File: config.mk
export PLATFORM = sky130hd
export DESIGN_NAME = obj_attr_regs
export DESIGN_NICKNAME = d
export VERILOG_FILES = /design/src/common/obj_pkg.sv /design/src/obj/obj_attr_regs.sv
export SDC_FILE = /design/constraint.sdc
export NUM_CORES = 1
export LEC_CHECK = 0
export BUFFER_PORTS_ARGS = -buffer_cell sky130_fd_sc_hd__buf_2
export CORE_UTILIZATION = 50
export DETAILED_ROUTE_END_ITERATION = 8
export PLACE_DENSITY = 0.77
export SYNTH_ARGS = -nofsm -noshare
export SYNTH_HDL_FRONTEND = slang
export SYNTH_SLANG_ARGS = --single-unit
File: constraint.sdc
create_clock -name clk -period 1.4 [get_ports clk]
set_clock_uncertainty 0.2 [all_clocks]
set_input_delay 0.42 -clock clk [delete_from_list [all_inputs] [get_ports clk]]
set_output_delay 0.42 -clock clk [all_outputs]
set_load 0.02 [all_outputs]
File: src/common/obj_pkg.sv
// Shared sprite engine types assume a 16-entry table of four words and one fixed bank mapping
`default_nettype none

package obj_pkg;

    typedef logic [8:0]  obj_xpos_t;      // Line buffer column
    typedef logic [7:0]  obj_line_t;      // Video line
    typedef logic [15:0] obj_ofs_t;       // Word offset inside a bank
    typedef logic [3:0]  obj_bank_t;
    typedef logic [1:0]  obj_prio_t;
    typedef logic [5:0]  obj_pal_t;
    typedef logic [4:0]  obj_zoom_t;      // Horizontal zoom step
    typedef logic [3:0]  obj_pitch_t;     // ROM words per sprite row
    typedef logic [19:0] obj_rom_addr_t;  // Bank above offset
    typedef logic [15:0] obj_rom_data_t;  // Four 4-bit pixels
    typedef logic [11:0] obj_pxl_t;       // Priority, palette, index

    localparam int OBJ_ENTRIES   = 16;
    localparam int OBJ_WORDS     = 4;     // 16-bit words per entry
    localparam int OBJ_TBL_AW    = 6;     // Entry above word select
    localparam int OBJ_BUF_DEPTH = 512;

    localparam logic [3:0] OBJ_TRANSP = 4'd15;
    // Cleared buffer location
    localparam obj_pxl_t   OBJ_BLANK  = {2'd0, 6'd0, OBJ_TRANSP};

    // Word 0 holds top line low and bottom line high
    // Word 1 fields, xpos sits in bits 8..0
    localparam int OBJ_HFLIP_BIT = 9;
    localparam int OBJ_ZOOM_LSB  = 10;
    localparam int OBJ_EN_BIT    = 15;
    // Word 2 is the base offset
    // Word 3 fields, bank sits in bits 3..0
    localparam int OBJ_PRIO_LSB  = 4;
    localparam int OBJ_PAL_LSB   = 6;
    localparam int OBJ_PITCH_LSB = 12;

    // Table walk
    typedef enum logic [2:0] {
        IDLE,
        READ,
        CHECK,
        LAUNCH,
        WAIT,
        DONE
    } obj_scan_state_t;

endpackage

`default_nettype wire

File: src/obj/obj_attr_regs.sv
// Host writes land one cycle later; only the enable bits are cleared by reset
`timescale 1ns/10ps
`default_nettype none

module obj_attr_regs import obj_pkg::*; (
    input  wire logic                    clk,
    input  wire logic                    rst,
    input  wire logic                    host_we,
    input  wire logic [OBJ_TBL_AW-1:0]   host_addr,
    input  wire logic [15:0]             host_data,
    input  wire logic [3:0]              tbl_idx,
    output logic      [OBJ_WORDS*16-1:0] tbl_entry
);

    logic [15:0]            words [OBJ_ENTRIES][OBJ_WORDS];  // Table body
    logic [OBJ_ENTRIES-1:0] en;                              // Enable bits, kept apart
    logic [3:0]             wr_ent;
    logic [1:0]             wr_word;

    assign wr_ent  = host_addr[OBJ_TBL_AW-1:2];
    assign wr_word = host_addr[1:0];

    always_ff @(posedge clk) begin
        if (host_we) words[wr_ent][wr_word] <= host_data;
    end

    // Sprites stay off after reset until the host enables them
    always_ff @(posedge clk or posedge rst) begin
        if (rst) begin
            en <= '0;
        end else if (host_we && wr_word == 2'd1) begin
            en[wr_ent] <= host_data[OBJ_EN_BIT];
        end
    end

    // All four words captured together so the scanner never sees a torn entry
    always_ff @(posedge clk) begin
        tbl_entry <= {
            words[tbl_idx][3],
            words[tbl_idx][2],
            en[tbl_idx], words[tbl_idx][1][OBJ_EN_BIT-1:0],  // Live enable bit
            words[tbl_idx][0]
        };
    end

endmodule

`default_nettype wire

# Yosys cells after proc, flatten, opt, wreduce, memory -nomap -nowiden
# Memories as Yosys holds them, arrays and structs flattened. A register that Yosys moved wholly into a read port is not among the register bits.
# Index checks and enable logic that the tools add are counted.
totals:
  reg_bits: 80
  mem_bits_rw: 1024
  inputBits: 29
  out_inout_bits: 64
  word_cells: 22
  memories: 1
classes:
  order_cmp: 5
  n_eq_ne: 1
  muxes: 9
  bitwise: 1
  n_reduce_logical: 3
memory_table:
  columns: ["memory", "depth", "word_bits", "rd", "rd_clocked_by_memory_dff", "wr", "line", "source"]
  rows:
  - ["words", 16, 64, 1, 1, 1, "obj_attr_regs.sv:15", "logic [15:0] words [OBJ_ENTRIES][OBJ_WORDS];"]
op_table:
  columns: ["operator", "n"]
  rows:
  - ["$mux W64", 1]
  - ["$demux W16 S2", 1]
  - ["$bwmux W16", 1]
  - ["$mux W16", 1]
  - ["$lt A4 B5 Y1 const B", 2]
  - ["$bmux W1 S4", 1]
  - ["$demux W1 S4", 1]
  - ["$ge A4 B1 Y1 const B", 1]
  - ["$ge A3 B3 Y1 const B", 1]
  - ["$logic_and A1 B1 Y1", 3]
  - ["$lt A3 B1 Y1 const B", 1]
  - ["$mux W1", 3]
  - ["$not A2 Y3", 1]
  - ["$eq A2 B1 Y1 const B", 1]

# Logic depth before layout (Yosys ltp)
logic_depth:
  ltp_word: 6
  depth_mapped: 6
  depth_no_buf: 3

# Worst setup path after synthesis
# OpenSTA, ideal clock, no wires.
synth_timing:
  path_type: "input to register"
  startpoint: "input host_addr[1]"
  endpoint: "memory words[0][48] (netlist name), enable pin"
  setup_ps: 388
  arrival_time_ps: 1947
  required_ps: 812
  path_slack_ps: -1136
  stages: 4
  path_buffers: 2
  path_cell_list: "or3b_2 clkbuf_1 clkbuf_1 nor2_1"
synth_between:
  elab_chain_cells: 6
  elab_cells_between_ends: 7
  cone_classes: "order compare: 2; mux: 3; bitwise: 1; reduce/logical: 1"
synth_rtl:
  columns: ["element", "line", "source"]
  rows:
  - ["start, declared", "obj_attr_regs.sv:9", "input wire logic [OBJ_TBL_AW-1:0] host_addr,"]
  - ["$not A2 Y3 (not written as such) (*)", "obj_attr_regs.sv:24", "if (host_we) words[wr_ent][wr_word] <= host_data;"]
  - ["$ge A3 B3 Y1 (not written as such) / $lt A3 B1 Y1 (equally long branches)", "obj_attr_regs.sv:24", null]
  - ["$logic_and A1 B1 Y1 (not written as such)", "obj_attr_regs.sv:24", null]
  - ["$mux W16 (not written as such)", "obj_attr_regs.sv:24", null]
  - ["$demux W16 S2 (*)", "obj_attr_regs.sv:24", null]
  - ["$mux W64 (not written as such) (*)", "obj_attr_regs.sv:24", null]
  - ["end, declared", "obj_attr_regs.sv:15", null]
# Mark *: on every way between the ends. The rest lies on a longest branch, timed or not.

# Worst setup path in the final report
layout_timing:
  startpoint: "register tbl_entry[31]"
  endpoint: "output tbl_entry[31]"
layout_lines:
  columns: ["element", "line", "source"]
  rows:
  - ["start, declared", "obj_attr_regs.sv:12", "output logic [OBJ_WORDS*16-1:0] tbl_entry"]
  - ["start signal, assigned", "obj_attr_regs.sv:38", "tbl_entry <= {"]
# No word-level cell between the ends.

==> out/results.tsv <==
metric	value	unit
crit_fanout	1	
avgViaCountPerCell	6.223	
fp.dieW	285.0	um
nets	2217	
grt_pass1_vias	21370	
crit_family	flip-flops	
syn_inst	1741	
grt_usage	24.75	%
wl	103100	um
vias	20700	
dpl_cell_area	45260	um^2
power_leakage	16.82	nW
r2r_end	tbl_entry[5]$_DFF_P_	
crit_type	register to output pin	
powerDensity	1331	nW/um^2
hpwlAfterDp	52570	um
cts-root-buf	clkbuf_16	
yosys.area_share.simple	1.749	%
path_cells	buf_6	
final_area	51200	um^2
synth_top_family_by_area	multiplexers	
yosysWarnings	0	
status	finished, violations left	
cts_tree	done	
hold_viol	0	
fillers	4728	
drv_cap	0	
clkSinkCount	1088	
startpoint	tbl_entry[31]$_DFF_P_	
antenna_found_initial	3	
synth_mux_area_share	14.84	%
netlist_area	40050	um^2
clk_pin_slew_worst_paths	70	ps
synthAdderAreaFrac	0	%
initial_utilization	50.62	%
syn2layout_area_growth	27.82	%
critPathLaunchType	register	
grt_setup_unrepaired	true	
r2r_start	words[15][53]$_DFFE_PP_	
finalSetupViolCount	583	
crit_buf_inv	1	
critPathCaptureType	output pin	
grt-ovfl-total	0	
core_area	79130	um^2
grt_pass1_wl	144700	um
worstSetupEndpoint	tbl_entry[31]	
clockBufferDepth	3	
drtIter0Drc	2340	
hp-class	input port to register	
synth_compound_area_share	2.399	%
period_share	127.0	%
avgSynthCellArea	23.01	um^2
clk_latency	670	ps
final_cell_mix	1008 x edfxtp_1, 256 x mux4_2, 154 x buf_4	
worstPathRequired	780	ps
multi_input_area	8760	um^2
port_buffers	92	
yosys.area_share.xor_xnor	0	%
reg2reg_slack	-310	ps
critPathMaxStageDelay	380	ps
drive_gt1_share	49.23	%
cts_max_level	3	
dieArea	81240	um^2
layout_setup_ws	-377.8	ps
ff2ff_path_depth	3	
drcViolationCount	0	
hold_start	host_data[15]	
finalWorstPathRequiredPeriod	1778	ps
ys_seq_area_share	79.77	%
timing.final.max_slew_violations	0	
dieHeight	285.0	um
crit_slowest_cell	dfxtp_4	
grt_max_degree	65	
place_congestion	0.7977	
cp.arrival	1160	ps
cp.depth	1	
wire_per_inst	30.98	um
wl_met3	8533	um
ir_drop	0.001360	V
slew-limit-headroom	71.22	%
seq_area	32050	um^2
netlist-cell-type-count	28	
placementRows	103	
tightest_slew	431.6	ps
cts-buffers-inserted	99	
ys_ff_latch	1088	
synth_fp_nets	1770	
final_common_cell	edfxtp_1	
violations	setup timing	
routed.top_layer	met5	
final_antenna_net_count	0	
dr.pass1.iters	7	
fmax	562.5	MHz
pin_count	93	
wl_met2	53260	um
met1_length	37900	um
place_ws	-957.0	ps
[worst register-to-register path, stage by stage, from the launching register on]
cell,delay (ps)
edfxtp_1,510
mux4_2,550
a22oi_2,220
nand2_1,90
[Yosys cell counts, drive strengths merged]
master | instances | area [um^2]
or3b | 1 | 8.760
and2 | 1 | 6.260
edfxtp | 1008 | 30270
clkbuf | 49 | 183.9
a22oi | 128 | 960.9
and3b | 1 | 8.760
nand4bb | 4 | 45.04
buf | 45 | 295.3
dfxtp | 64 | 1281
nor2b | 2 | 12.51
nand3 | 4 | 20.02
dfrtp | 16 | 400.4
nand3b | 2 | 15.01
mux2 | 16 | 180.2
inv | 4 | 15.01
or4b | 4 | 43.79
mux4 | 256 | 5766
nand4 | 3 | 18.77
nand2 | 65 | 244.0
nor2 | 64 | 242.7
nand4b | 4 | 35.03
[how the worst min path moves through the flow]
stage,endpoint,cells past startpoint
final,words[2][31]$_DFFE_PP_,2
after detailed placement,en[15]$_DFFE_PP0P_,3
after global placement,en[9]$_DFFE_PP0P_,3
after CTS,words[2][31]$_DFFE_PP_,2
after floorplan,en[0]$_DFFE_PP0P_,1
after global routing,words[6][31]$_DFFE_PP_,2
[metal layers]
layer / up-vias / GRT usage, %
met5: - / 0
li1: 8293 / -
met2: 1218 / 41.35
met4: 2 / 9.572
met1: 10990 / 32.20
met3: 202 / 5.008
[kinds of logic (layout without fill, tap and decap cells)]
family,Yosys count,count (layout)
compound gates,128,128
buf+inv,98,632
flops,1088,1088
mux,272,272
other cells,0,2
simple gates,155,155
[report_power, final]
group          switching [mW]  leakage [nW]  internal (mW)
Combinational            2.49          5.39           2.30
Clock                    11.8          1.60           15.3
Sequential              0.263          9.83           36.0
Total                    14.6          16.8           53.6
[sequential cells by signal, indices dropped and copies added, names as in the netlist]
signal / count
words: 1008
tbl_entry: 64
en: 16
[area by class of cell]
| class | count | area share [%] |
|---|---|---|
| flip-flops and latches | 1088 | 62.60 |
| inverters | 4 | 0.02933 |
| clock inverters | 48 | 0.8505 |
| repair buffers | 440 | 11.30 |
| multi-input cells | 555 | 17.11 |
| clock buffers | 140 | 5.536 |
| diodes | 2 | 0.009776 |
| well taps | 1050 | 2.566 |
[what timing repair did]
action | CTS | global route
endpoints found under the setup margin | 363 | 796
cloned | 14 | 11
buffers inserted | 54 | 27
resized for setup | 350 | 64
pin swaps | 103 | 31
hold endpoints to repair | 23 | 0
hold buffers | 2 | 0
[through the flow]
stage               util, %  instances  power (mW)  hold WS (ps)  setup TNS [ps]
global placement      57.20       3044       40.60         252.9         -675430
detailed placement    57.20       3044       40.73         260.4         -702980
global route          64.70       3326       69.80         35.31          -76000
floorplan                 -       1741       38.77         133.7         -599620
CTS                   63.90       3299       68.03         14.59          -43680
finish                64.70       3327       68.14         35.36          -71010
Power figures use the tool's default switching activity.
