$ cat config.mk
export PLATFORM = sky130hd
export DESIGN_NAME = obj_scan_flat
export DESIGN_NICKNAME = d
export VERILOG_FILES = /design/src/common/obj_pkg.sv /design/src/common/obj_job_if.sv /design/src/obj/obj_scan.sv /design/src/flat_wrapper.sv
export SDC_FILE = /design/constraint.sdc
export NUM_CORES = 1
export LEC_CHECK = 0
export BUFFER_PORTS_ARGS = -buffer_cell sky130_fd_sc_hd__buf_2
export CAP_MARGIN = 40
export CORE_MARGIN = 10
export CORE_UTILIZATION = 55
export DETAILED_ROUTE_END_ITERATION = 10
export GPL_ROUTABILITY_DRIVEN = 1
export GPL_TIMING_DRIVEN = 0
export PLACE_DENSITY_LB_ADDON = 0.12
export SLEW_MARGIN = 30
export SYNTH_ARGS = -nofsm -noshare
export SYNTH_HDL_FRONTEND = slang
export SYNTH_SLANG_ARGS = --single-unit
$ cat constraint.sdc
create_clock -name clk -period 8 [get_ports clk]
set_input_delay 1.2 -clock clk [delete_from_list [all_inputs] [get_ports clk]]
set_output_delay 1.2 -clock clk [all_outputs]
set_load 0.01 [all_outputs]
$ cat src/common/obj_pkg.sv
// Shared sprite engine types assume a 16-entry table of four words and one fixed bank mapping
`default_nettype none

package obj_pkg;

    typedef logic [8:0]  obj_xpos_t;      // Line buffer column
    typedef logic [7:0]  obj_line_t;      // Video line
    typedef logic [15:0] obj_ofs_t;       // Word offset inside a bank
    typedef logic [3:0]  obj_bank_t;
    typedef logic [1:0]  obj_prio_t;
    typedef logic [5:0]  obj_pal_t;
    typedef logic [4:0]  obj_zoom_t;      // Horizontal zoom step
    typedef logic [3:0]  obj_pitch_t;     // ROM words per sprite row
    typedef logic [19:0] obj_rom_addr_t;  // Bank above offset
    typedef logic [15:0] obj_rom_data_t;  // Four 4-bit pixels
    typedef logic [11:0] obj_pxl_t;       // Priority, palette, index

    localparam int OBJ_ENTRIES   = 16;
    localparam int OBJ_WORDS     = 4;     // 16-bit words per entry
    localparam int OBJ_TBL_AW    = 6;     // Entry above word select
    localparam int OBJ_BUF_DEPTH = 512;

    localparam logic [3:0] OBJ_TRANSP = 4'd15;
    // Cleared buffer location
    localparam obj_pxl_t   OBJ_BLANK  = {2'd0, 6'd0, OBJ_TRANSP};

    // Word 0 holds top line low and bottom line high
    // Word 1 fields, xpos sits in bits 8..0
    localparam int OBJ_HFLIP_BIT = 9;
    localparam int OBJ_ZOOM_LSB  = 10;
    localparam int OBJ_EN_BIT    = 15;
    // Word 2 is the base offset
    // Word 3 fields, bank sits in bits 3..0
    localparam int OBJ_PRIO_LSB  = 4;
    localparam int OBJ_PAL_LSB   = 6;
    localparam int OBJ_PITCH_LSB = 12;

    // Table walk
    typedef enum logic [2:0] {
        IDLE,
        READ,
        CHECK,
        LAUNCH,
        WAIT,
        DONE
    } obj_scan_state_t;

endpackage

`default_nettype wire

$ cat src/common/obj_job_if.sv
// One sprite job at a time; fields only need to hold on the start pulse
`timescale 1ns/10ps
`default_nettype none

interface obj_job_if import obj_pkg::*; ();

    logic      start;    // One-cycle pulse, only while busy is low
    logic      busy;     // Rises the cycle after start
    obj_xpos_t xpos;     // First column
    obj_ofs_t  offset;   // Row start word in the bank
    obj_bank_t bank;
    obj_prio_t prio;
    obj_pal_t  pal;
    obj_zoom_t hzoom;
    logic      hflip;

    modport scan (
        output start, xpos, offset, bank, prio, pal, hzoom, hflip,
        input  busy
    );

    modport draw (
        input  start, xpos, offset, bank, prio, pal, hzoom, hflip,
        output busy
    );

endinterface

`default_nettype wire

$ cat src/obj/obj_scan.sv
// Walks all 16 entries once per line; hstart restarts the walk from any state
`timescale 1ns/10ps
`default_nettype none

module obj_scan import obj_pkg::*; (
    input  wire logic                    clk,
    input  wire logic                    rst,
    input  wire logic                    hstart,
    input  wire obj_line_t               vline,
    input  wire logic [OBJ_WORDS*16-1:0] tbl_entry,
    output logic      [3:0]              tbl_idx,
    obj_job_if.scan                      job
);

    obj_scan_state_t state;
    obj_line_t       line;          // Line being prepared
    logic [15:0]     w0, w1, w2, w3;
    obj_line_t       top, bottom;
    obj_line_t       row;           // Line inside the sprite
    obj_pitch_t      pitch;
    obj_ofs_t        row_ofs;
    logic            hit;
    logic            last;

    assign w0 = tbl_entry[15:0];
    assign w1 = tbl_entry[31:16];
    assign w2 = tbl_entry[47:32];
    assign w3 = tbl_entry[63:48];

    assign top     = w0[7:0];
    assign bottom  = w0[15:8];
    assign pitch   = w3[OBJ_PITCH_LSB +: 4];
    assign row     = line - top;
    assign row_ofs = w2 + obj_ofs_t'(row) * obj_ofs_t'(pitch);  // Base plus row times pitch
    assign hit     = w1[OBJ_EN_BIT] && top <= line && bottom >= line;
    assign last    = tbl_idx == 4'(OBJ_ENTRIES - 1);

    always_ff @(posedge clk or posedge rst) begin
        if (rst) begin
            state     <= IDLE;
            tbl_idx   <= '0;
            line      <= '0;
            job.start <= 1'b0;
        end else if (hstart) begin
            state     <= READ;          // Restart from entry 0
            tbl_idx   <= '0;
            line      <= vline;
            job.start <= 1'b0;
        end else begin
            case (state)
                READ:   state <= CHECK;  // Table read is registered
                CHECK: begin
                    if (hit) begin
                        state <= LAUNCH;
                    end else if (last) begin
                        state <= DONE;
                    end else begin
                        tbl_idx <= tbl_idx + 4'd1;
                        state   <= READ;
                    end
                end
                LAUNCH: begin
                    // Previous sprite still drawing
                    if (!job.busy) begin
                        job.start <= 1'b1;
                        state     <= WAIT;
                    end
                end
                WAIT: begin
                    job.start <= 1'b0;   // Busy not yet valid here
                    if (last) begin
                        state <= DONE;
                    end else begin
                        tbl_idx <= tbl_idx + 4'd1;
                        state   <= READ;
                    end
                end
                default: state <= state; // IDLE and DONE wait for hstart
            endcase
        end
    end

    // Job fields, loaded once per hit and held through start
    always_ff @(posedge clk) begin
        if (state == CHECK && hit) begin
            job.xpos   <= w1[8:0];
            job.hflip  <= w1[OBJ_HFLIP_BIT];
            job.hzoom  <= w1[OBJ_ZOOM_LSB +: 5];
            job.offset <= row_ofs;
            job.bank   <= w3[3:0];
            job.prio   <= w3[OBJ_PRIO_LSB +: 2];
            job.pal    <= w3[OBJ_PAL_LSB +: 6];
        end
    end

    start_idle_a: assert property (@(posedge clk) disable iff (rst)
        job.start |-> !job.busy);

endmodule

`default_nettype wire

$ cat src/flat_wrapper.sv
// flat-port wrapper written by rule: the top's interface ports become plain ports
module obj_scan_flat import obj_pkg::*;
  (clk, rst, hstart, vline, tbl_entry, tbl_idx, job_start, job_xpos, job_offset, job_bank, job_prio, job_pal, job_hzoom, job_hflip, job_busy);
  obj_job_if job_i ();
  input  wire logic clk;
  input  wire logic rst;
  input  wire logic hstart;
  input  wire obj_line_t vline;
  input  wire logic [OBJ_WORDS*16-1:0] tbl_entry;
  output logic      [3:0] tbl_idx;
  output wire logic [$bits(job_i.start)-1:0] job_start;
  output wire logic [$bits(job_i.xpos)-1:0] job_xpos;
  output wire logic [$bits(job_i.offset)-1:0] job_offset;
  output wire logic [$bits(job_i.bank)-1:0] job_bank;
  output wire logic [$bits(job_i.prio)-1:0] job_prio;
  output wire logic [$bits(job_i.pal)-1:0] job_pal;
  output wire logic [$bits(job_i.hzoom)-1:0] job_hzoom;
  output wire logic [$bits(job_i.hflip)-1:0] job_hflip;
  input wire logic [$bits(job_i.busy)-1:0] job_busy;
  assign job_start = job_i.start;
  assign job_xpos = job_i.xpos;
  assign job_offset = job_i.offset;
  assign job_bank = job_i.bank;
  assign job_prio = job_i.prio;
  assign job_pal = job_i.pal;
  assign job_hzoom = job_i.hzoom;
  assign job_hflip = job_i.hflip;
  assign job_i.busy = job_busy;
  obj_scan u_core (.clk(clk), .rst(rst), .hstart(hstart), .vline(vline), .tbl_entry(tbl_entry), .tbl_idx(tbl_idx), .job(job_i));
endmodule
==> Yosys cells after proc, flatten, opt, wreduce, memory -nomap -nowiden <==
Cells that the tools add are included.
Widths: inputs -> output; s select.
{ "totals": {"wordCells": 45, "reg_bits": 59, "out_inout_bits": 48, "input_bits": 76} }
{ "op_classes": {"n_eq_ne": 7, "n_mul": 1, "n_lt_le_gt_ge": 2, "mux": 12, "n_addsub": 3, "reduce_logical": 9} }
{ "ops": {"columns": ["operator", "count"], "rows": [
  ["$add 16x12->16", 1],
  ["$mul 8x4->12", 1],
  ["$mux 3", 4],
  ["$mux 4", 3],
  ["$pmux 3 s4", 1],
  ["$ge 8x8->1", 1],
  ["$le 8x8->1", 1],
  ["$pmux 4 s2", 1],
  ["$sub 8x8->8", 1],
  ["$eq 3x2->1 const B", 2],
  ["$ne 3x3->1 const B", 2],
  ["$reduce_and 2->1", 3],
  ["$reduce_bool 3->1", 2],
  ["$reduce_bool 5->1", 1],
  ["$add 4x1->4 const B", 1],
  ["$eq 4x4->1 const B", 1],
  ["$eq 3x1->1 const B", 1],
  ["$eq 3x3->1 const B", 1],
  ["$logic_and 1x1->1", 3],
  ["$mux 1", 2],
  ["$pmux 1 s2", 1]
]} }

==> Logic depth before layout (Yosys ltp) <==
Gate-level depths: netlist of run 1.
{ "logic_depth": {"depth_word": 6, "ltp_mapped": 22, "mapped_depth_nobuf": 22} }

==> Least setup slack after synthesis of run 1 <==
OpenSTA, ideal clock, no wires.
{ "synth_timing": {"path_type": "input port to flip-flop", "start": "in tbl_entry[0]", "end": "reg u_core.job.offset[14], data pin", "arrival_time_ps": 5732, "slack_ps": 2007, "path_buffers": 0, "setup_ps": 261, "path_stages": 21, "path_cell_list": "ha_1 > inv_1 > fa_1 > a21o_1 > a21oi_1 > o21bai_1 > a21oi_1 > xnor2_1 > and2_1 > fa_1 > fa_1 > inv_1 > fa_1 > inv_1 > ha_1 > a21oi_1 > o21ai_0 > or3_1 > o22ai_1 > nor3_1 > a311o_1"} }
{ "synth_between": {"elab_chain_cells": 3} }
{ "synth_rtl": {"columns": ["item", "line", "rtl"], "rows": [
  ["from (decl)", "flat_wrapper.sv:9", "input wire logic [OBJ_WORDS*16-1:0] tbl_entry;"],
  ["$sub 8x8->8", "obj_scan.sv:33", "assign row = line - top;"],
  ["$mul 8x4->12", "obj_scan.sv:34", "assign row_ofs = w2 + obj_ofs_t'(row) * obj_ofs_t'(pitch);"],
  ["$add 16x12->16", "obj_scan.sv:34", null],
  ["via u_core.row_ofs[14]", "obj_scan.sv:21", "obj_ofs_t row_ofs;"],
  ["to (signal assigned)", "obj_scan.sv:89", "job.offset <= row_ofs;"],
  ["to (decl)", "obj_job_if.sv:18", "output start, xpos, offset, bank, prio, pal, hzoom, hflip,"]
]} }
The timed path passes the listed nets, and every way through them passes these cells.
A chain may end at the register's enable or synchronous reset.

==> Final worst setup path of run 1 <==
Same ends and word-level chain as after synthesis.

==> results of run 1 <==
-- stage by stage --
step	setup slack (ns)	cell area, um^2	total power (uW)	hold WS, ns
floorplan	2.01	4120	954	0.523
detailed placement	1.52	4900	1090	0.556
global placement	0.793	4860	1060	0.541
global route	1.47	5100	1490	0.583
finish	1.88	5100	1360	0.568
CTS	1.88	5100	1370	0.566
-- cell families after synthesis --
kind of cell | synth area share, %
AND/OR/NAND/NOR | 12.4
AO/OA/AOI/OAI | 12.4
adder cells (fa/ha/maj) | 22.8
XOR/XNOR | 2.97
buffers and inverters | 6.83
multiplexers | 1.52
flip-flops | 41.0
-- cells in the final DEF (no fill, tap or decap), drive strengths merged, types with 2 or more instances in the layout --
cell type  count
a211oi         4
a21o           7
a21oi         22
a311o          2
a31oi          5
and2          21
and3           2
buf          127
clkbuf        14
clkinv         3
clkinvlp       2
dfrtp         16
edfxtp        43
fa            22
ha            40
inv           71
mux2           2
mux2i          4
nand2         28
nand2b         8
nand3          7
nand4          3
nor2          14
nor2b          7
nor3           4
o211ai         2
o21a           4
o21ai         23
o21bai         2
o22ai          2
or3            3
xnor2         11
xor2           3
-- cell type report --
type                    instances  area [um^2]
plain buffers                   5         18.8
inverters                      70          263
clock inverters                 7         76.3
multi-input cells             262         2150
well taps                      99          124
flip-flops and latches         59         1690
fillers                       574         2150
clock buffers                   9          124
repair buffers                127          648
-- path summary, 6_finish.rpt --
kind                            slack (ns)                    end  cells past startpoint            from
worst max register to register        2.35  u_core.job.offset[14]                     22  u_core.line[0]
worst min register to register        0.57         u_core.line[3]                      2  u_core.line[3]
max in group asynchronous             6.64         u_core.line[1]                      2             rst
worst max-delay path                  1.88  u_core.job.offset[14]                     22    tbl_entry[0]
worst min-delay path                  0.57         u_core.line[3]                      2  u_core.line[3]
min in group asynchronous             0.94       u_core.job.start                      2             rst
-- sequential cells by signal, summed over array words and instances, names as in the netlist --
| signal | flops |
|---|---|
| u_core.job.offset | 16 |
| u_core.job.xpos | 9 |
| u_core.line | 8 |
| u_core.job.pal | 6 |
| u_core.job.hzoom | 5 |
| u_core.job.bank | 4 |
| u_core.tbl_idx | 4 |
| u_core.state | 3 |
| u_core.job.prio | 2 |
| u_core.job.hflip | 1 |
| u_core.job.start | 1 |
-- report_power, final --
group	internal (uW)	switching (uW)	total [uW]
clock	145	127	272
combinational	311	390	701
sequential	378	6.00	384
total	835	523	1360
-- layer usage --
metal  routed length (um)  vias to the layer above
met2                 4240                      112
met1                 4080                     1499
met3                  731                       13
met4                  146                        0
li1                     -                     1626
met5                    0                        -
-- worst register-to-register path, cell delays in order (launching register included) --
cell	delay [ns]
dfrtp_1	0.39
inv_1	0.10
ha_1	0.15
inv_1	0.04
fa_1	0.39
a21o_1	0.17
a21oi_1	0.28
o21bai_1	0.10
a21oi_1	0.17
xnor2_1	0.18
and2_1	0.18
fa_1	0.43
fa_1	0.54
inv_1	0.05
fa_1	0.49
inv_1	0.04
ha_1	0.37
a21oi_1	0.15
o21ai_0	0.11
or3_1	0.32
o22ai_1	0.32
nor3_1	0.10
a311o_1	0.32
==> reports/metrics.yaml, run 1 <==
clock_tree:
  clockBufferDepth: 2
  cts_hold_buffers: 0
  cts-root-buf: "clkbuf_8"
  clock_latency_ns: 0.34
  cts_resized: 0
  clock-sinks: 59
  cts_max_level: 3
  clkTransAtPathRegs_ns: 0.07
  cts_made_buffers: 9
  post-cts-setup-buffers: 0
  cts_tree: "yes"
timing:
  skew_ns: 0.0129
  relSlewSlack_pct: 50.4
  setup_viol: 0
  setup_tns_ns: 0
  post-route-period-util_pct: 76.5
  finalHoldViolCount: 0
  rsz0062_at_grt: "false"
  tightestPinTransition_ns: 0.740
  final_max_slew_viol_count: 0
  period_needed_ns: 6.12
  fmax_mhz: 163
yosys:
  ys_warn_count: 0
  synth_area_leader_cell: "edfxtp_1"
  yosys-top-cells-count: "70 x inv_1, 43 x edfxtp_1, 40 x ha_1, 28 x nand2_1, 23 x o21ai_0"
  ys_ff_latch: 59
  avgSynthCellArea_um2: 10.4
  synth-edff-count: 43
  synth_top_area_share_pct: 31.3
  syn_area_um2: 4120
  syn_inst: 396
  yosysSeqAreaShare_pct: 41.0
  yosysMostFrequentCell: "inv_1"
  async_reset_ff_share_pct: 27.1
  synth_flop_cell: "edfxtp_1"
  synth_cell_type_count: 43
  synth_area_leaders: "edfxtp_1 31%, ha_1 12%, fa_1 11%"
  synth_nets: 534
floorplanning:
  core_um2: 7250
  io_pins: 124
  dieArea_um2: 11400
  fp.dieH_um: 107
  die-width_um: 107
  start_util_pct: 56.8
  rows: 31
global_routing:
  antenna_found_initial: 0
  grtUsageMet2_pct: 26.3
  first_global_vias: 3289
  use_met1_pct: 19.9
  grt_max_degree: 17
  grt-busiest-layer: "met2"
  grt_pass1_wl_um: 15300
  grt_overflow_total: 0
  track_usage_pct: 16.2
  grt.met3_usage_pct: 5.51
critical_path:
  worstSetupPathType: "primary input to flip-flop"
  crit_fanout: 6
  path_buf_inv: 4
  cp.arrival_ns: 6.21
  critPathCaptureType: "flip-flop"
  timing.critical_path.mode_cell: "fa_1"
  worstPathCellList: "buf_2 -> ha_1 -> inv_1 -> fa_1 -> a21o_1 -> a21oi_1 -> o21bai_1 -> a21oi_1 -> xnor2_1 -> and2_1 -> fa_1 -> fa_1 -> inv_1 -> fa_1 -> inv_1 -> ha_1 -> a21oi_1 -> o21ai_0 -> or3_1 -> o22ai_1 -> nor3_1 -> a311o_1"
  slowest_stage: "fa_1"
  cpLargestDelayFamily: "adder cells"
  crit_required_ns: 8.09
  slowest_delay_ns: 0.54
  startpoint_type: "primary input"
drt:
  routed_wl_um: 9190
  firstDrtPassIters: 4
  wl_per_cell_um: 14.4
  vias_per_cell: 5.09
  num_vias: 3250
  postRouteAntennaNets: 0
  drc: 0
  first_iter_violations: 139
layout:
  drive_above_1_share_pct: 28.0
  nNetsFinal: 672
  final_util_pct: 70.3
  layoutNonFillerInstCount: 638
  syn2layout_area_growth_pct: 23.7
  antennaDiodeCount: 0
placement:
  routabilityCongestion: 0.801
  dp_hpwl_um: 7640
  portBuffers: 122
  place_inst: 622
job:
  cap_violations: 0
status:
  outcome: "finished clean"
power:
  p_per_area_nw_per_um2: 266
  ir_drop_mv: 0.165
  cellLeakagePower_uw: 0.00249
hold_path:
  holdCritPathClass: "flip-flop to flip-flop"
No activity file was read; power rests on OpenSTA's default activity.
==> run 2: changes to the inputs <==
CORE_UTILIZATION = 47   (was 55)
clock period = 5.3 ns   (was 8 ns; I/O delays follow)
==> reports/metrics.yaml, run 2 (synthesis gave the netlist of run 1 again) <==
drt:
  routed_wl_um: 9750  # +6.1%
  firstDrtPassIters: 4  # unchanged
  vias_per_cell: 5.01  # -1.6%
  drc: 0  # unchanged
  postRouteAntennaNets: 0  # unchanged
  wl_per_cell_um: 14.8  # +2.6%
  num_vias: 3308  # +1.8%
  first_iter_violations: 164  # +18%
timing:
  tightestPinTransition_ns: 0.705  # -0.0355 ns
  rsz0062_at_grt: "true"
  relSlewSlack_pct: 52.8  # +2.4 points
  finalHoldViolCount: 0  # unchanged
  period_needed_ns: 5.24
  whs_ns: 0.516  # -0.0512 ns
  setup_viol: 0  # unchanged
  final_max_slew_viol_count: 0  # unchanged
  setup_tns_ns: 0  # unchanged
  fmax_mhz: 191
  skew_ns: 0.0119  # -0.00101 ns
  post-route-period-util_pct: 98.8
status:
  outcome: "finished clean"
layout:
  nNetsFinal: 685  # +1.9%
  fin_area_um2: 5460  # +7.0%
  antennaDiodeCount: 0  # unchanged
  final_cell_mix: "121 x buf_2, 66 x inv_1, 43 x edfxtp_1, 33 x ha_1, 28 x nand2_1"
  top_register: "u_core.job.offset"
  largest_reg_flops: 16  # unchanged
  top_regs: "u_core.job.offset (16), u_core.job.xpos (9), u_core.line (8)"
  drive_above_1_share_pct: 35.0  # +6.9 points
  fillers: 730  # +27%
  layout_commonest_cell: "buf_2"
  syn2layout_area_growth_pct: 32.4
  final_util_pct: 63.2  # -7.1 points
floorplanning:
  rows: 34  # +9.7%
  start_util_pct: 47.7  # -9.1 points
  io_pins: 124  # unchanged
  die-width_um: 114  # +6.6%
  core_um2: 8640  # +19%
  dieArea_um2: 12900  # +14%
  fp.dieH_um: 114  # +6.6%
global_routing:
  track_usage_pct: 14.8  # -1.4 points
  grt_max_degree: 17  # unchanged
  grt_pass1_wl_um: 15700  # +2.7%
  use_met1_pct: 19.2  # -0.77 points
  grtUsageMet2_pct: 22.6  # -3.8 points
  first_global_vias: 3310  # +0.64%
  grt_overflow_total: 0  # unchanged
  grt-busiest-layer: "met2"
  grt.met3_usage_pct: 4.88  # -0.63 points
  antenna_found_initial: 0  # unchanged
job:
  cap_violations: 0  # unchanged
critical_path:
  path_buf_inv: 4  # unchanged
  slowest_stage: "fa_1"
  cpLargestDelayFamily: "adder cells"
  timing.critical_path.mode_cell: "fa_1"
  cp.arrival_ns: 5.33  # -0.88 ns
  slowest_delay_ns: 0.55  # about the same
  worstSetupPathType: "primary input to flip-flop"
  startpoint_type: "primary input"
  crit_fanout: 5  # -1
  crit_required_ns: 5.39  # -2.70 ns
  critPathCaptureType: "flip-flop"
  worstPathCellList: "buf_8 -> ha_4 -> inv_2 -> fa_2 -> a21o_1 -> a21oi_4 -> o21bai_1 -> a21oi_2 -> xnor2_2 -> and2_4 -> fa_1 -> fa_1 -> inv_1 -> fa_1 -> inv_2 -> ha_4 -> a21oi_4 -> o21ai_2 -> or3_4 -> o22ai_4 -> nor3_2 -> a311o_1"
power:
  cellLeakagePower_uw: 0.00259  # +4.2%
  p_per_area_nw_per_um2: 439  # +65%
  ir_drop_mv: 0.251  # +52%
placement:
  portBuffers: 122  # unchanged
  routabilityCongestion: 0.785  # -1.9%
  dp_hpwl_um: 7680  # +0.41%
  post_dp_cell_area_um2: 4960  # +1.3%
hold_path:
  holdCritPathClass: "primary input to asynchronous set/reset pin"
clock_tree:
  cts_max_level: 3  # unchanged
  clkTransAtPathRegs_ns: 0.08  # about the same
  cts_tree: "yes"
  cts_made_buffers: 9  # unchanged
  clockBufferDepth: 2  # unchanged
  cts_hold_buffers: 0  # unchanged
  clock-sinks: 59  # unchanged
  cts-root-buf: "clkbuf_8"
  clock_latency_ns: 0.35  # about the same
## run 2: layer usage
layer  vias to the layer above  wire (um)
li1                       1651          -
met1                      1527       4390
met4                         0        110
met3                        10        854
met5                         -          0
met2                       120       4400
## run 2: path summary, 6_finish.rpt
kind,startpoint,end,slack [ns],cells after the start
max,tbl_entry[0],u_core.job.offset[14],0.06,22
min,rst,u_core.job.start,0.52,2
max reg2reg,u_core.line[0],u_core.job.offset[14],0.10,22
min reg2reg,u_core.job.start,u_core.job.start,0.56,2
max in group asynchronous,rst,u_core.line[0],4.35,2
min in group clk,u_core.job.start,u_core.job.start,0.56,2
## run 2: final cells by class
type	count	area, um^2	share of cell area, %
clock buffer	9	124	2.27
inverter	70	263	4.81
timing repair buffer	140	774	14.2
clock inverter	7	76.3	1.40
sequential	59	1690	31.0
multi-input combinational	262	2370	43.5
tap	108	135	2.48
buffer	5	18.8	0.344
## run 2: through the flow
stage          setup WS (ns)  total power (uW)  std cells
2_1_floorplan        -0.0912              1530        396
3_3_place_gp          -0.529              1710        626
3_5_place_dp          -0.567              1740        629
4_1_cts              0.00358              2220        648
5_1_grt              -0.0801              2600        660
6_report              0.0625              2400        660
## run 2: repair_timing
action                     4_1_cts  5_1_grt
setup endpoints to repair        3        5
gates resized for setup          6       33
setup buffers                    3       13
pin swaps                       10       27
## run 2: report_power, final
group	internal, uW	switching [uW]	total (uW)
sequential	571	10.4	581
combinational	674	718	1390
clock	219	204	423
total	1460	933	2400
