--- config.mk ---
export PLATFORM = sky130hd
export DESIGN_NAME = obj_draw_flat
export DESIGN_NICKNAME = d
export VERILOG_FILES = /design/src/common/obj_pkg.sv /design/src/common/obj_job_if.sv /design/src/obj/obj_draw.sv /design/src/flat_wrapper.sv
export SDC_FILE = /design/constraint.sdc
export NUM_CORES = 1
export LEC_CHECK = 0
export BUFFER_PORTS_ARGS = -buffer_cell sky130_fd_sc_hd__buf_2
export CAP_MARGIN = 20
export CORE_ASPECT_RATIO = 0.75
export CORE_MARGIN = 2
export CORE_UTILIZATION = 35
export DETAILED_ROUTE_END_ITERATION = 8
export PLACE_DENSITY = 0.64
export SLEW_MARGIN = 20
export SYNTH_ARGS = -nofsm -noshare
export SYNTH_HDL_FRONTEND = slang
export SYNTH_SLANG_ARGS = --single-unit
--- constraint.sdc ---
create_clock -name clk -period 7.5 [get_ports clk]
set_input_delay 0.75 -clock clk [delete_from_list [all_inputs] [get_ports clk]]
set_output_delay 0.75 -clock clk [all_outputs]
set_load 0.01 [all_outputs]
--- src/common/obj_pkg.sv ---
// Shared sprite engine types assume a 16-entry table of four words and one fixed bank mapping
`default_nettype none

package obj_pkg;

    typedef logic [8:0]  obj_xpos_t;      // Line buffer column
    typedef logic [7:0]  obj_line_t;      // Video line
    typedef logic [15:0] obj_ofs_t;       // Word offset inside a bank
    typedef logic [3:0]  obj_bank_t;
    typedef logic [1:0]  obj_prio_t;
    typedef logic [5:0]  obj_pal_t;
    typedef logic [4:0]  obj_zoom_t;      // Horizontal zoom step
    typedef logic [3:0]  obj_pitch_t;     // ROM words per sprite row
    typedef logic [19:0] obj_rom_addr_t;  // Bank above offset
    typedef logic [15:0] obj_rom_data_t;  // Four 4-bit pixels
    typedef logic [11:0] obj_pxl_t;       // Priority, palette, index

    localparam int OBJ_ENTRIES   = 16;
    localparam int OBJ_WORDS     = 4;     // 16-bit words per entry
    localparam int OBJ_TBL_AW    = 6;     // Entry above word select
    localparam int OBJ_BUF_DEPTH = 512;

    localparam logic [3:0] OBJ_TRANSP = 4'd15;
    // Cleared buffer location
    localparam obj_pxl_t   OBJ_BLANK  = {2'd0, 6'd0, OBJ_TRANSP};

    // Word 0 holds top line low and bottom line high
    // Word 1 fields, xpos sits in bits 8..0
    localparam int OBJ_HFLIP_BIT = 9;
    localparam int OBJ_ZOOM_LSB  = 10;
    localparam int OBJ_EN_BIT    = 15;
    // Word 2 is the base offset
    // Word 3 fields, bank sits in bits 3..0
    localparam int OBJ_PRIO_LSB  = 4;
    localparam int OBJ_PAL_LSB   = 6;
    localparam int OBJ_PITCH_LSB = 12;

    // Table walk
    typedef enum logic [2:0] {
        IDLE,
        READ,
        CHECK,
        LAUNCH,
        WAIT,
        DONE
    } obj_scan_state_t;

endpackage

`default_nettype wire

--- src/common/obj_job_if.sv ---
// One sprite job at a time; fields only need to hold on the start pulse
`timescale 1ns/10ps
`default_nettype none

interface obj_job_if import obj_pkg::*; ();

    logic      start;    // One-cycle pulse, only while busy is low
    logic      busy;     // Rises the cycle after start
    obj_xpos_t xpos;     // First column
    obj_ofs_t  offset;   // Row start word in the bank
    obj_bank_t bank;
    obj_prio_t prio;
    obj_pal_t  pal;
    obj_zoom_t hzoom;
    logic      hflip;

    modport scan (
        output start, xpos, offset, bank, prio, pal, hzoom, hflip,
        input  busy
    );

    modport draw (
        input  start, xpos, offset, bank, prio, pal, hzoom, hflip,
        output busy
    );

endinterface

`default_nettype wire

--- src/obj/obj_draw.sv ---
// One ROM request in flight; a sprite runs until a word ends in index 15 or until hstart
`timescale 1ns/10ps
`default_nettype none

module obj_draw import obj_pkg::*; (
    input  wire logic          clk,
    input  wire logic          rst,
    input  wire logic          hstart,
    input  wire logic          obj_ok,
    input  wire obj_rom_data_t obj_data,
    output logic               obj_cs,
    output obj_rom_addr_t      obj_addr,
    obj_job_if.draw            job,
    output logic               bf_we,
    output obj_xpos_t          bf_addr,
    output obj_pxl_t           bf_data
);

    logic          draw;        // Unpacking the fetched word
    logic          stop;        // Set per request until obj_ok is seen low
    logic [1:0]    cnt;         // Pixel within the word
    obj_ofs_t      cur;         // Word being fetched
    obj_rom_data_t pxl_data;    // Shifts one pixel per draw cycle
    obj_xpos_t     col;
    logic [6:0]    hzcnt;       // Zoom accumulator
    logic [7:0]    hzsum;
    logic          hzov;        // Pixel dropped by zoom
    logic [3:0]    cur_pxl;
    logic          take;
    logic          word_end;
    obj_bank_t     bank_r;
    obj_prio_t     prio_r;
    obj_pal_t      pal_r;
    obj_zoom_t     zoom_r;
    logic          flip_r;

    // Flip takes the low nibble first
    assign cur_pxl  = flip_r ? pxl_data[3:0] : pxl_data[15:12];
    assign hzsum    = {1'b0, hzcnt} + {3'd0, zoom_r};
    assign hzov     = hzsum[7];
    assign take     = obj_cs && obj_ok && !stop && !draw;
    assign word_end = draw && cnt == 2'd3;

    assign obj_addr = {bank_r, cur};
    assign bf_we    = draw && !hzov && cur_pxl != OBJ_TRANSP;  // Skip holes and zoomed-out pixels
    assign bf_addr  = col;
    assign bf_data  = {prio_r, pal_r, cur_pxl};

    always_ff @(posedge clk or posedge rst) begin
        if (rst) begin
            job.busy <= 1'b0;
            draw     <= 1'b0;
            obj_cs   <= 1'b0;
            stop     <= 1'b0;
            cnt      <= '0;
        end else if (hstart) begin
            job.busy <= 1'b0;       // Unfinished sprite is dropped
            draw     <= 1'b0;
            obj_cs   <= 1'b0;
        end else if (job.start) begin
            job.busy <= 1'b1;
            draw     <= 1'b0;
            obj_cs   <= 1'b1;       // First word at the row offset
            stop     <= 1'b1;
        end else begin
            if (!obj_ok) stop <= 1'b0;
            if (take) begin
                draw   <= 1'b1;
                cnt    <= '0;
                obj_cs <= 1'b0;
            end else if (draw) begin
                cnt <= cnt + 2'd1;
                if (word_end) begin
                    draw <= 1'b0;
                    if (cur_pxl == OBJ_TRANSP) begin
                        job.busy <= 1'b0;   // Sprite ends on this word
                    end else begin
                        obj_cs <= 1'b1;     // Next word
                        stop   <= 1'b1;
                    end
                end
            end
        end
    end

    always_ff @(posedge clk) begin
        if (job.start) begin
            cur    <= job.offset;
            col    <= job.xpos;
            hzcnt  <= {job.hzoom, 2'd0};    // Zoom times 4
            zoom_r <= job.hzoom;
            flip_r <= job.hflip;
            bank_r <= job.bank;
            prio_r <= job.prio;
            pal_r  <= job.pal;
        end else begin
            if (take) pxl_data <= obj_data;
            if (draw) begin
                pxl_data <= flip_r ? pxl_data >> 4 : pxl_data << 4;
                hzcnt    <= hzsum[6:0];
                if (!hzov) col <= col + 9'd1;  // Wraps at 512
                if (word_end && cur_pxl != OBJ_TRANSP) begin
                    cur <= flip_r ? cur - 16'd1 : cur + 16'd1;  // Flip walks down
                end
            end
        end
    end

    addr_hold_a: assert property (@(posedge clk) disable iff (rst)
        obj_cs && !obj_ok |=> $stable(obj_addr));

    we_busy_a: assert property (@(posedge clk) disable iff (rst)
        bf_we |-> job.busy);

endmodule

`default_nettype wire

--- src/flat_wrapper.sv ---
// flat-port wrapper written by rule: the top's interface ports become plain ports
module obj_draw_flat import obj_pkg::*;
  (clk, rst, hstart, obj_ok, obj_data, obj_cs, obj_addr, bf_we, bf_addr, bf_data, job_start, job_xpos, job_offset, job_bank, job_prio, job_pal, job_hzoom, job_hflip, job_busy);
  obj_job_if job_i ();
  input  wire logic clk;
  input  wire logic rst;
  input  wire logic hstart;
  input  wire logic obj_ok;
  input  wire obj_rom_data_t obj_data;
  output logic obj_cs;
  output obj_rom_addr_t obj_addr;
  output logic bf_we;
  output obj_xpos_t bf_addr;
  output obj_pxl_t bf_data;
  input wire logic [$bits(job_i.start)-1:0] job_start;
  input wire logic [$bits(job_i.xpos)-1:0] job_xpos;
  input wire logic [$bits(job_i.offset)-1:0] job_offset;
  input wire logic [$bits(job_i.bank)-1:0] job_bank;
  input wire logic [$bits(job_i.prio)-1:0] job_prio;
  input wire logic [$bits(job_i.pal)-1:0] job_pal;
  input wire logic [$bits(job_i.hzoom)-1:0] job_hzoom;
  input wire logic [$bits(job_i.hflip)-1:0] job_hflip;
  output wire logic [$bits(job_i.busy)-1:0] job_busy;
  assign job_i.start = job_start;
  assign job_i.xpos = job_xpos;
  assign job_i.offset = job_offset;
  assign job_i.bank = job_bank;
  assign job_i.prio = job_prio;
  assign job_i.pal = job_pal;
  assign job_i.hzoom = job_hzoom;
  assign job_i.hflip = job_hflip;
  assign job_busy = job_i.busy;
  obj_draw u_core (.clk(clk), .rst(rst), .hstart(hstart), .obj_ok(obj_ok), .obj_data(obj_data), .obj_cs(obj_cs), .obj_addr(obj_addr), .job(job_i), .bf_we(bf_we), .bf_addr(bf_addr), .bf_data(bf_data));
endmodule
[After elaboration in Yosys (flattened, before gate mapping)]
Cells that the tools add are included.
Word-level totals
  logic and storage cells: 90
  output and inout bits: 44
  flip-flop bits (word level): 72
  input bits: 64
Operators by class
  $add $sub $neg: 5
  equal/unequal tests: 6
  reduce and logical (&&, ||, !) cells: 24
  multiplexer cells: 38
  bitwise logic cells: 2
Operators with widths (count)
  two-way mux 16 bit: 7
  two-way mux 9 bit: 3
  two-way mux 1 bit: 23
  adder 16 x 1 -> 16 bit, second input constant: 1
  subtractor 16 x 1 -> 16 bit, second input constant: 1
  two-way mux 7 bit: 2
  adder 9 x 1 -> 9 bit, second input constant: 1
  nonzero test 3 bit: 3
  adder 7 x 5 -> 8 bit: 1
  nonzero test 4 bit: 2
  logical AND 1 bit: 7
  AND reduction 2 bit: 3
  AND reduction 3 bit: 2
  nonzero test 2 bit: 3
  equality test 4 bit, second input constant: 1
  two-way mux 2 bit: 2
  two-way mux 4 bit: 1
  != test 4 x 3 -> 1 bit, second input constant: 1
  != test 4 bit, second input constant: 1
  AND reduction 4 bit: 1
  logical NOT 1 bit: 3
  != test 3 bit, second input constant: 1
  adder 2 x 1 -> 2 bit, second input constant: 1
  equality test 2 bit, second input constant: 1
  other kinds (2): 3

[Logic depth before layout (Yosys ltp)]
Gate-level depths: netlist (run 1).
  depth after elaboration: 8
  gate-level depth with buffers: 8
  mapped depth without buffers: 8

[Worst setup path after synthesis (run 1)]
OpenSTA, ideal clock, no wires.
  path type: reg-to-reg
  from: register u_core.flip_r
  to: register u_core.cur[14], data pin
  required time: 7.238 ns
  stages on the path, launching flop included: 7
  path buffers: 0
  library setup time: 0.262 ns
  arrival: 2.093 ns
  path slack: 5.145 ns
  period minus slack after synthesis: 2.355 ns
  cell sequence: edfxtp_1 -> fa_1 -> a211oi_1 -> o21ai_1 -> a31oi_2 -> o21bai_1 -> mux2_1
Between the ends
  longest elaborated chain between the ends: 4
Ends and longest elaborated chain
  start: declaration: RTL line obj_draw.sv:35  | logic flip_r;
  start signal: assignment: RTL line obj_draw.sv:92  | flip_r <= job.hflip;
  two-way mux 16 bit: RTL line obj_draw.sv:103  | cur <= flip_r ? cur - 16'd1 : cur + 16'd1;
  two-way mux 16 bit: RTL line obj_draw.sv:102  | if (word_end && cur_pxl != OBJ_TRANSP) begin
  two-way mux 16 bit: RTL line obj_draw.sv:98  | if (draw) begin
  two-way mux 16 bit: RTL line obj_draw.sv:87  | if (job.start) begin
  end signal: assignment: RTL line obj_draw.sv:88  | cur <= job.offset;
  end signal: assignment: RTL line obj_draw.sv:103
  end: declaration: RTL line obj_draw.sv:22  | obj_ofs_t cur;
No other way between the ends. The select of a mux whose other input is x is not followed.
A chain may end at the register's enable or synchronous reset.

[Worst setup path in the final report (run 1)]
  from: register u_core.draw
  to: output port bf_we
Between the ends
  longest elaborated chain between the ends: 2
Ends and longest elaborated chain
  start: declaration: RTL line obj_draw.sv:19  | logic draw;
  start signal: assignment: RTL line obj_draw.sv:52  | draw <= 1'b0;
  start signal: assignment: RTL line obj_draw.sv:58  | draw <= 1'b0;
  start signal: assignment: RTL line obj_draw.sv:62  | draw <= 1'b0;
  logical AND 1 bit (2 in series): RTL line obj_draw.sv:45  | assign bf_we = draw && !hzov && cur_pxl != OBJ_TRANSP;
  end: declaration: RTL line flat_wrapper.sv:12  | output logic bf_we;
No other way between the ends.

==> qor.csv, run 1 <==
stage,metric,value,unit
timing,worst_slack,4479,ps
synthesis,synth-edff-count,64,
floorplanning,start_util,36.16,%
clock_tree,cts.sinks,72,
detailed_routing,routedWlPerCell,15.08,µm
timing,relSlewSlack,40.84,%
detailed_routing,via_per_inst,5.115,
synthesis,syn_inst,361,
worst_setup_path,worstPathRequired,6750,ps
floorplanning,floorplan.rows,33,
outcome,status,"finished, final reports clean",
synthesis,ys_types,51,
floorplanning,core,11020,µm²
clock_tree,htree_levels,3,
final_layout,final_cell_mix,"107 x buf_2, 64 x edfxtp_1, 41 x nand2_1",
place,hpwl,6.960,mm
final_layout,final_design_area_no_fill,4964,µm²
worst_setup_path,r2r_setup_slack,4990,ps
detailed_routing,vias,3146,
grt,gr-total-overflow,0,
power,power_density,237.4,nW/µm²
worst_setup_path,worstSetupPathType,reg2out,
grt,grt_pass1_wl,14.99,mm
place,gp_congestion,0.8325,
detailed_routing,dr.pass1.iters,4,
clock_tree,ctsResizeCount,0,
power,peakVddDrop,0.0001566,V
synthesis,synth_ff_type,edfxtp_1,
worst_setup_path,r2r-end,u_core.cur[14]$_DFFE_PP_,
floorplanning,dieHeight,96.43,µm
synthesis,syn_area,3986,µm²
final_layout,utilization,45.02,%
detailed_routing,drc,0,
timing,maxSlewViolCount,0,
place,dp_cells,598,
grt,grt_max_degree,51,
detailed_routing,drt_iter0_drc,186,
timing,finalHoldViolCount,0,
worst_setup_path,critical_path_arrival,2270,ps
place,dpl_cell_area,4668,µm²
synthesis,ys_async_sr_fraction,8.333,%
timing,fin_crit_sh,40.27,%
synthesis,synth_nets,448,
power,leakage,2.088,nW
clock_tree,root_buffer,clkbuf_16,
worst_setup_path,r2r-start,u_core.flip_r$_DFFE_PP_,
synthesis,ys_seq_area_share,52.98,%
timing,fin_setup_tns,0,ps
floorplanning,ios,108,
detailed_routing,antenna_left,0,
detailed_routing,wirelength,9.275,mm
power,total_power,1.178,mW
grt,grt_pass1_vias,3036,
timing,max_freq,331.1,MHz
timing,rsz0062_at_grt,no,
final_layout,area_delta_synth_final,24.51,%
timing,tightest_slew,887.4,ps
synthesis,avgSynthCellArea,11.04,µm²
timing,worst_hold_slack,324.3,ps
timing,skew,6.740,ps
final_layout,drive_gt1_share,29.11,%
grt,grt_antenna_before_repair,1,
timing,setup_viol,0,
floorplanning,die-area,12270,µm²
clock_tree,cts_made_buffers,9,
final_layout,instances_no_fill,615,
clock_tree,cts_setup_buffers,0,
worst_setup_path,start_kind,register,
final_layout,layout_commonest_cell,buf_2,
grt,track_usage,15.83,%
worst_setup_path,cp-end-kind,primary output,
clock_tree,cts.path.max_buffers,2,
clock_tree,cts_hold_buf,0,
flow_run,max_cap_violations,0,
floorplanning,die_w,127.2,µm
final_layout,final_nets,556,
clock_tree,clk_pin_slew_worst_paths,60,ps
clock_tree,cts_tree,built,
timing,fin_crit,3021,ps
synthesis,synth_seq_cells,72,
synthesis,ys.warnings.count,0,
place,io_buffers,107,
min_path,hold_path.class,in2async,
worst_setup_path,path_max_fanout,32,
worst_setup_path,r2r_cells,7,
place,dpl_worst_slack,4839,ps
clock_tree,clk_latency,340,ps
-- synth_stat cells (4+ instances only) --
| cell type | instances | share of area [%] |
|---|---|---|
| xor2_1 | 9 | 2.0 |
| ha_1 | 21 | 6.6 |
| nor3_1 | 4 | 0.50 |
| nor2_1 | 25 | 2.4 |
| xnor2_1 | 13 | 2.9 |
| mux2i_1 | 9 | 2.3 |
| dfrtp_1 | 6 | 3.8 |
| edfxtp_1 | 64 | 48 |
| a21o_1 | 8 | 1.5 |
| nand2_1 | 41 | 3.9 |
| a22o_1 | 6 | 1.3 |
| nand3_1 | 10 | 1.3 |
| inv_1 | 18 | 1.7 |
| o21ai_1 | 5 | 0.63 |
| nor2b_1 | 4 | 0.63 |
| clkbuf_1 | 8 | 0.75 |
| o21ai_0 | 29 | 3.6 |
| a211oi_1 | 6 | 1.1 |
| mux2_2 | 6 | 1.7 |
| a21oi_1 | 20 | 2.5 |
-- critical path: stages (launching register included) --
cell and delay, ps:
dfrtp_1 920, inv_1 430, a31o_2 340, nor2_1 100, buf_2 140
-- flip-flops by register name, summed over array words and instances, names as in the netlist, 2 cells and up --
name / cells
u_core.prio_r: 2
u_core.cnt: 2
u_core.hzcnt: 7
u_core.pal_r: 6
u_core.bf_addr: 9
u_core.cur: 16
u_core.bank_r: 4
u_core.zoom_r: 5
u_core.pxl_data: 16
-- final cells by class --
type,count,area (µm²)
Clock buffer,13,271.5
Antenna cell,1,2.502
Tap cell,140,175.2
Multi-Input combinational cell,258,1755
Clock inverter,3,21.27
Sequential cell,72,2112
Fill cell,1074,6061
Timing Repair Buffer,110,558.0
Inverter,18,67.56
-- cell families (layout without fill, tap and decap cells) --
group	after synthesis	in the layout	synth area share (%)
xor+xnor	22	22	4.834
other cells	0	1	0
simple gates	90	90	9.668
fa+ha+maj	23	23	7.596
mux	16	16	4.237
buf+inv	31	144	2.982
compound gates	107	107	17.70
flops	72	72	52.98
-- layer usage --
layer,vias to the layer above,GRT usage (%),wire (µm)
met2,107,25.49,4109
met4,0,3.755,106
li1,1568,-,-
met5,-,0,0
met1,1455,20.52,4426
met3,16,5.892,633
-- power by group --
part	leakage, nW	internal (mW)	switching, mW
Clock	0.146	0.254	0.163
Combinational	1.23	0.115	0.144
Sequential	0.713	0.480	0.0224
Total	2.09	0.849	0.329
-- worst max-delay path by stage --
stage / from / to / slack (ps) / depth (start not counted)
floorplan: u_core.flip_r$_DFFE_PP_ / u_core.cur[14]$_DFFE_PP_ / 5150 / 6
global route: u_core.draw$_DFF_PP0_ / bf_we / 4250 / 4
CTS: u_core.draw$_DFF_PP0_ / bf_we / 4450 / 4
global placement: u_core.draw$_DFF_PP0_ / bf_we / 4890 / 4
finish: u_core.draw$_DFF_PP0_ / bf_we / 4480 / 4
detailed placement: u_core.draw$_DFF_PP0_ / bf_we / 4840 / 4
No activity file was read; power rests on OpenSTA's default activity.
==> run 2: changes to the inputs <==
- ABC_AREA: unset -> 1
- clock period: 7.5 -> 2.84 ns (I/O delays scaled with it)
==> run 2 against run 1 <==
Against the previous run:
- final area rose by 6.2%
- sequential power rose to 2.6 times the previous value
- clock skew rose by 2.8 ps
- critical path depth rose by 4
- die area rose by 5.9%
- global-route usage rose by 0.63 points
- setup slack got worse by 3900 ps
==> qor.csv, run 2 <==
stage,metric,value,unit
outcome,status,"finished, final reports clean",
final_layout,instances_no_fill,785,
timing,rsz0062_at_grt,no,
synthesis,synth_xor_area_share,1.035,%
detailed_routing,antenna_left,0,
place,io_buffers,107,
timing,maxSlewViolCount,0,
detailed_routing,via_per_inst,4.673,
timing,fin_crit,2280,ps
synthesis,synth_top_family_by_area,simple AND/OR/NAND/NOR gates,
synthesis,synth_compound_area_share,8.400,%
floorplanning,start_util,36.16,%
timing,max_freq,438.5,MHz
worst_setup_path,worstSetupPathType,reg2reg,
clock_tree,cts.path.max_buffers,2,
synthesis,synth_most_common_cell,nand2_1,
synthesis,synth-edff-count,64,
timing,setup_viol,0,
clock_tree,cts_hold_buf,1,
grt,grt_pass1_vias,3548,
synthesis,ys_async_sr_fraction,8.333,%
floorplanning,die_w,130.9,µm
power,power_density,615.0,nW/µm²
clock_tree,root_buffer,clkbuf_16,
synthesis,ys.warnings.count,0,
final_layout,final_design_area_no_fill,5271,µm²
detailed_routing,drt_iter0_drc,175,
clock_tree,ctsResizeCount,0,
synthesis,syn_inst,507,
worst_setup_path,cp_cell_sequence,buf_4 -> ha_1 -> a21oi_1 -> nand2_1 -> a21oi_1 -> nand3_1 -> nand3_1 -> nand2_1,
grt,grt_antenna_before_repair,0,
floorplanning,ios,108,
final_layout,drive_gt1_share,22.63,%
synthesis,syn_area,4230,µm²
timing,tightest_slew,694.3,ps
final_layout,utilization,45.06,%
synthesis,synthAdderAreaFrac,7.158,%
synthesis,ys_types,34,
synthesis,synthMuxAreaShare,0.2662,%
timing,skew,9.515,ps
synthesis,synthTopCellsByArea,"edfxtp_1 45%, nand2_1 16%, ha_1 6.2%",
floorplanning,dieHeight,99.21,µm
worst_setup_path,path_max_fanout,14,
worst_setup_path,critical_path_arrival,2360,ps
place,dpl_cell_area,4933,µm²
final_layout,final_nets,705,
clock_tree,clk_latency,330,ps
floorplanning,floorplan.rows,34,
power,peakVddDrop,0.0003881,V
flow_run,max_cap_violations,0,
clock_tree,clk_pin_slew_worst_paths,60,ps
timing,finalHoldViolCount,0,
final_layout,area_delta_synth_final,24.61,%
synthesis,avgSynthCellArea,8.344,µm²
clock_tree,cts_setup_buffers,0,
timing,fin_crit_sh,80.30,%
final_layout,layout_commonest_cell,nand2_1,
worst_setup_path,worstPathRequired,2920,ps
clock_tree,cts_made_buffers,9,
worst_setup_path,critPathMaxStageDelay,680,ps
synthesis,netlist_top_cells_count,"180 x nand2_1, 64 x edfxtp_1, 61 x inv_1, 35 x nand3_1, 25 x o21ai_1",
grt,track_usage,16.46,%
place,hpwl,7.757,mm
power,leakage,2.587,nW
detailed_routing,vias,3668,
synthesis,synth_nets,594,
detailed_routing,routedWlPerCell,13.15,µm
clock_tree,cts.sinks,72,
power,total_power,3.242,mW
synthesis,synth_ff_type,edfxtp_1,
grt,grt_max_degree,38,
worst_setup_path,cp-end-kind,register,
timing,worst_slack,559.5,ps
synthesis,synth_area_leader_cell,edfxtp_1,
synthesis,yosys.area_share.simple,25.11,%
detailed_routing,wirelength,10.32,mm
synthesis,synth_seq_cells,72,
worst_setup_path,crit_slowest_cell,edfxtp_1,
timing,relSlewSlack,53.66,%
place,dpl_worst_slack,544.3,ps
clock_tree,htree_levels,3,
grt,gr-total-overflow,0,
floorplanning,core,11700,µm²
final_layout,fill_cells,1195,
grt,grt_pass1_wl,16.72,mm
timing,worst_hold_slack,120.6,ps
worst_setup_path,r2r_setup_slack,560,ps
place,dp_cells,768,
place,gp_congestion,0.8699,
final_layout,diodes,0,
synthesis,yosysTopAreaCellShare,45.43,%
timing,fin_setup_tns,0,ps
floorplanning,die-area,12990,µm²
worst_setup_path,start_kind,register,
detailed_routing,dr.pass1.iters,4,
min_path,hold_path.class,in2reg,
synthesis,ys_seq_area_share,49.93,%
final_layout,final_cell_mix,"180 x nand2_1, 107 x buf_2, 64 x edfxtp_1",
clock_tree,cts_tree,built,
detailed_routing,drc,0,
run 2: cell types whose count changed in the layout (fill, tap and decap cells not counted), sizes merged, moves of 6 or more:
cell	delta
inv	+53
mux2i	-9
nand3	+25
a211oi	-6
a22o	-6
or2	+7
a21o	-8
nand2	+140
mux2	-6
o221ai	+8
xnor2	-11
xor2	-6
run 2: routing by layer:
metal  global-route usage, %  vias to the layer above  part of all wire [%]
met1                   22.17                     1638                    49
li1                        -                     1900                     -
met3                   6.132                       12                   7.0
met4                   4.664                        0                   1.3
met2                   24.87                      118                    43
met5                       0                        -                     0
run 2: critical path, delay by kind of cell, from the launching register on:
family	cells	cell delay (ps)
flip-flops	1	680
AO/OA/AOI/OAI	2	390
AND/OR/NAND/NOR	4	350
buffers and inverters	1	300
adder cells (fa/ha/maj)	1	300
run 2: final timing paths:
path / start / end / depth (start not counted)
max in group asynchronous: rst / u_core.draw$_DFF_PP0_ / 3
min reg2reg: u_core.hzcnt[0]$_SDFFE_PP0P_ / u_core.hzcnt[0]$_SDFFE_PP0P_ / 2
min: job_pal[3] / u_core.pal_r[3]$_DFFE_PP_ / 1
max reg2reg: u_core.flip_r$_DFFE_PP_ / u_core.cur[14]$_DFFE_PP_ / 8
max: u_core.flip_r$_DFFE_PP_ / u_core.cur[14]$_DFFE_PP_ / 8
min in group asynchronous: rst / u_core.job.busy$_DFFE_PP0P_ / 3
run 2: kinds of logic after synthesis:
family / Yosys count
flops: 72
xor+xnor: 5
mux: 1
simple gates: 258
buf+inv: 86
compound gates: 62
fa+ha+maj: 23
run 2: where the power goes:
part | switching, mW | internal (mW) | total (mW)
Sequential | 0.0575 | 1.26 | 1.32
Combinational | 0.406 | 0.261 | 0.667
Clock | 0.480 | 0.779 | 1.26
run 2: area by class of cell:
class                   count  area (µm²)  share of cell area, %
clock inverters             7       102.6                  1.946
multi-input cells         349        1775                  33.68
well taps                 162       202.7                  3.845
flip-flops and latches     72        2112                  40.07
inverters                  74       277.8                  5.269
repair buffers            112       575.6                  10.92
clock buffers               9       225.2                  4.272
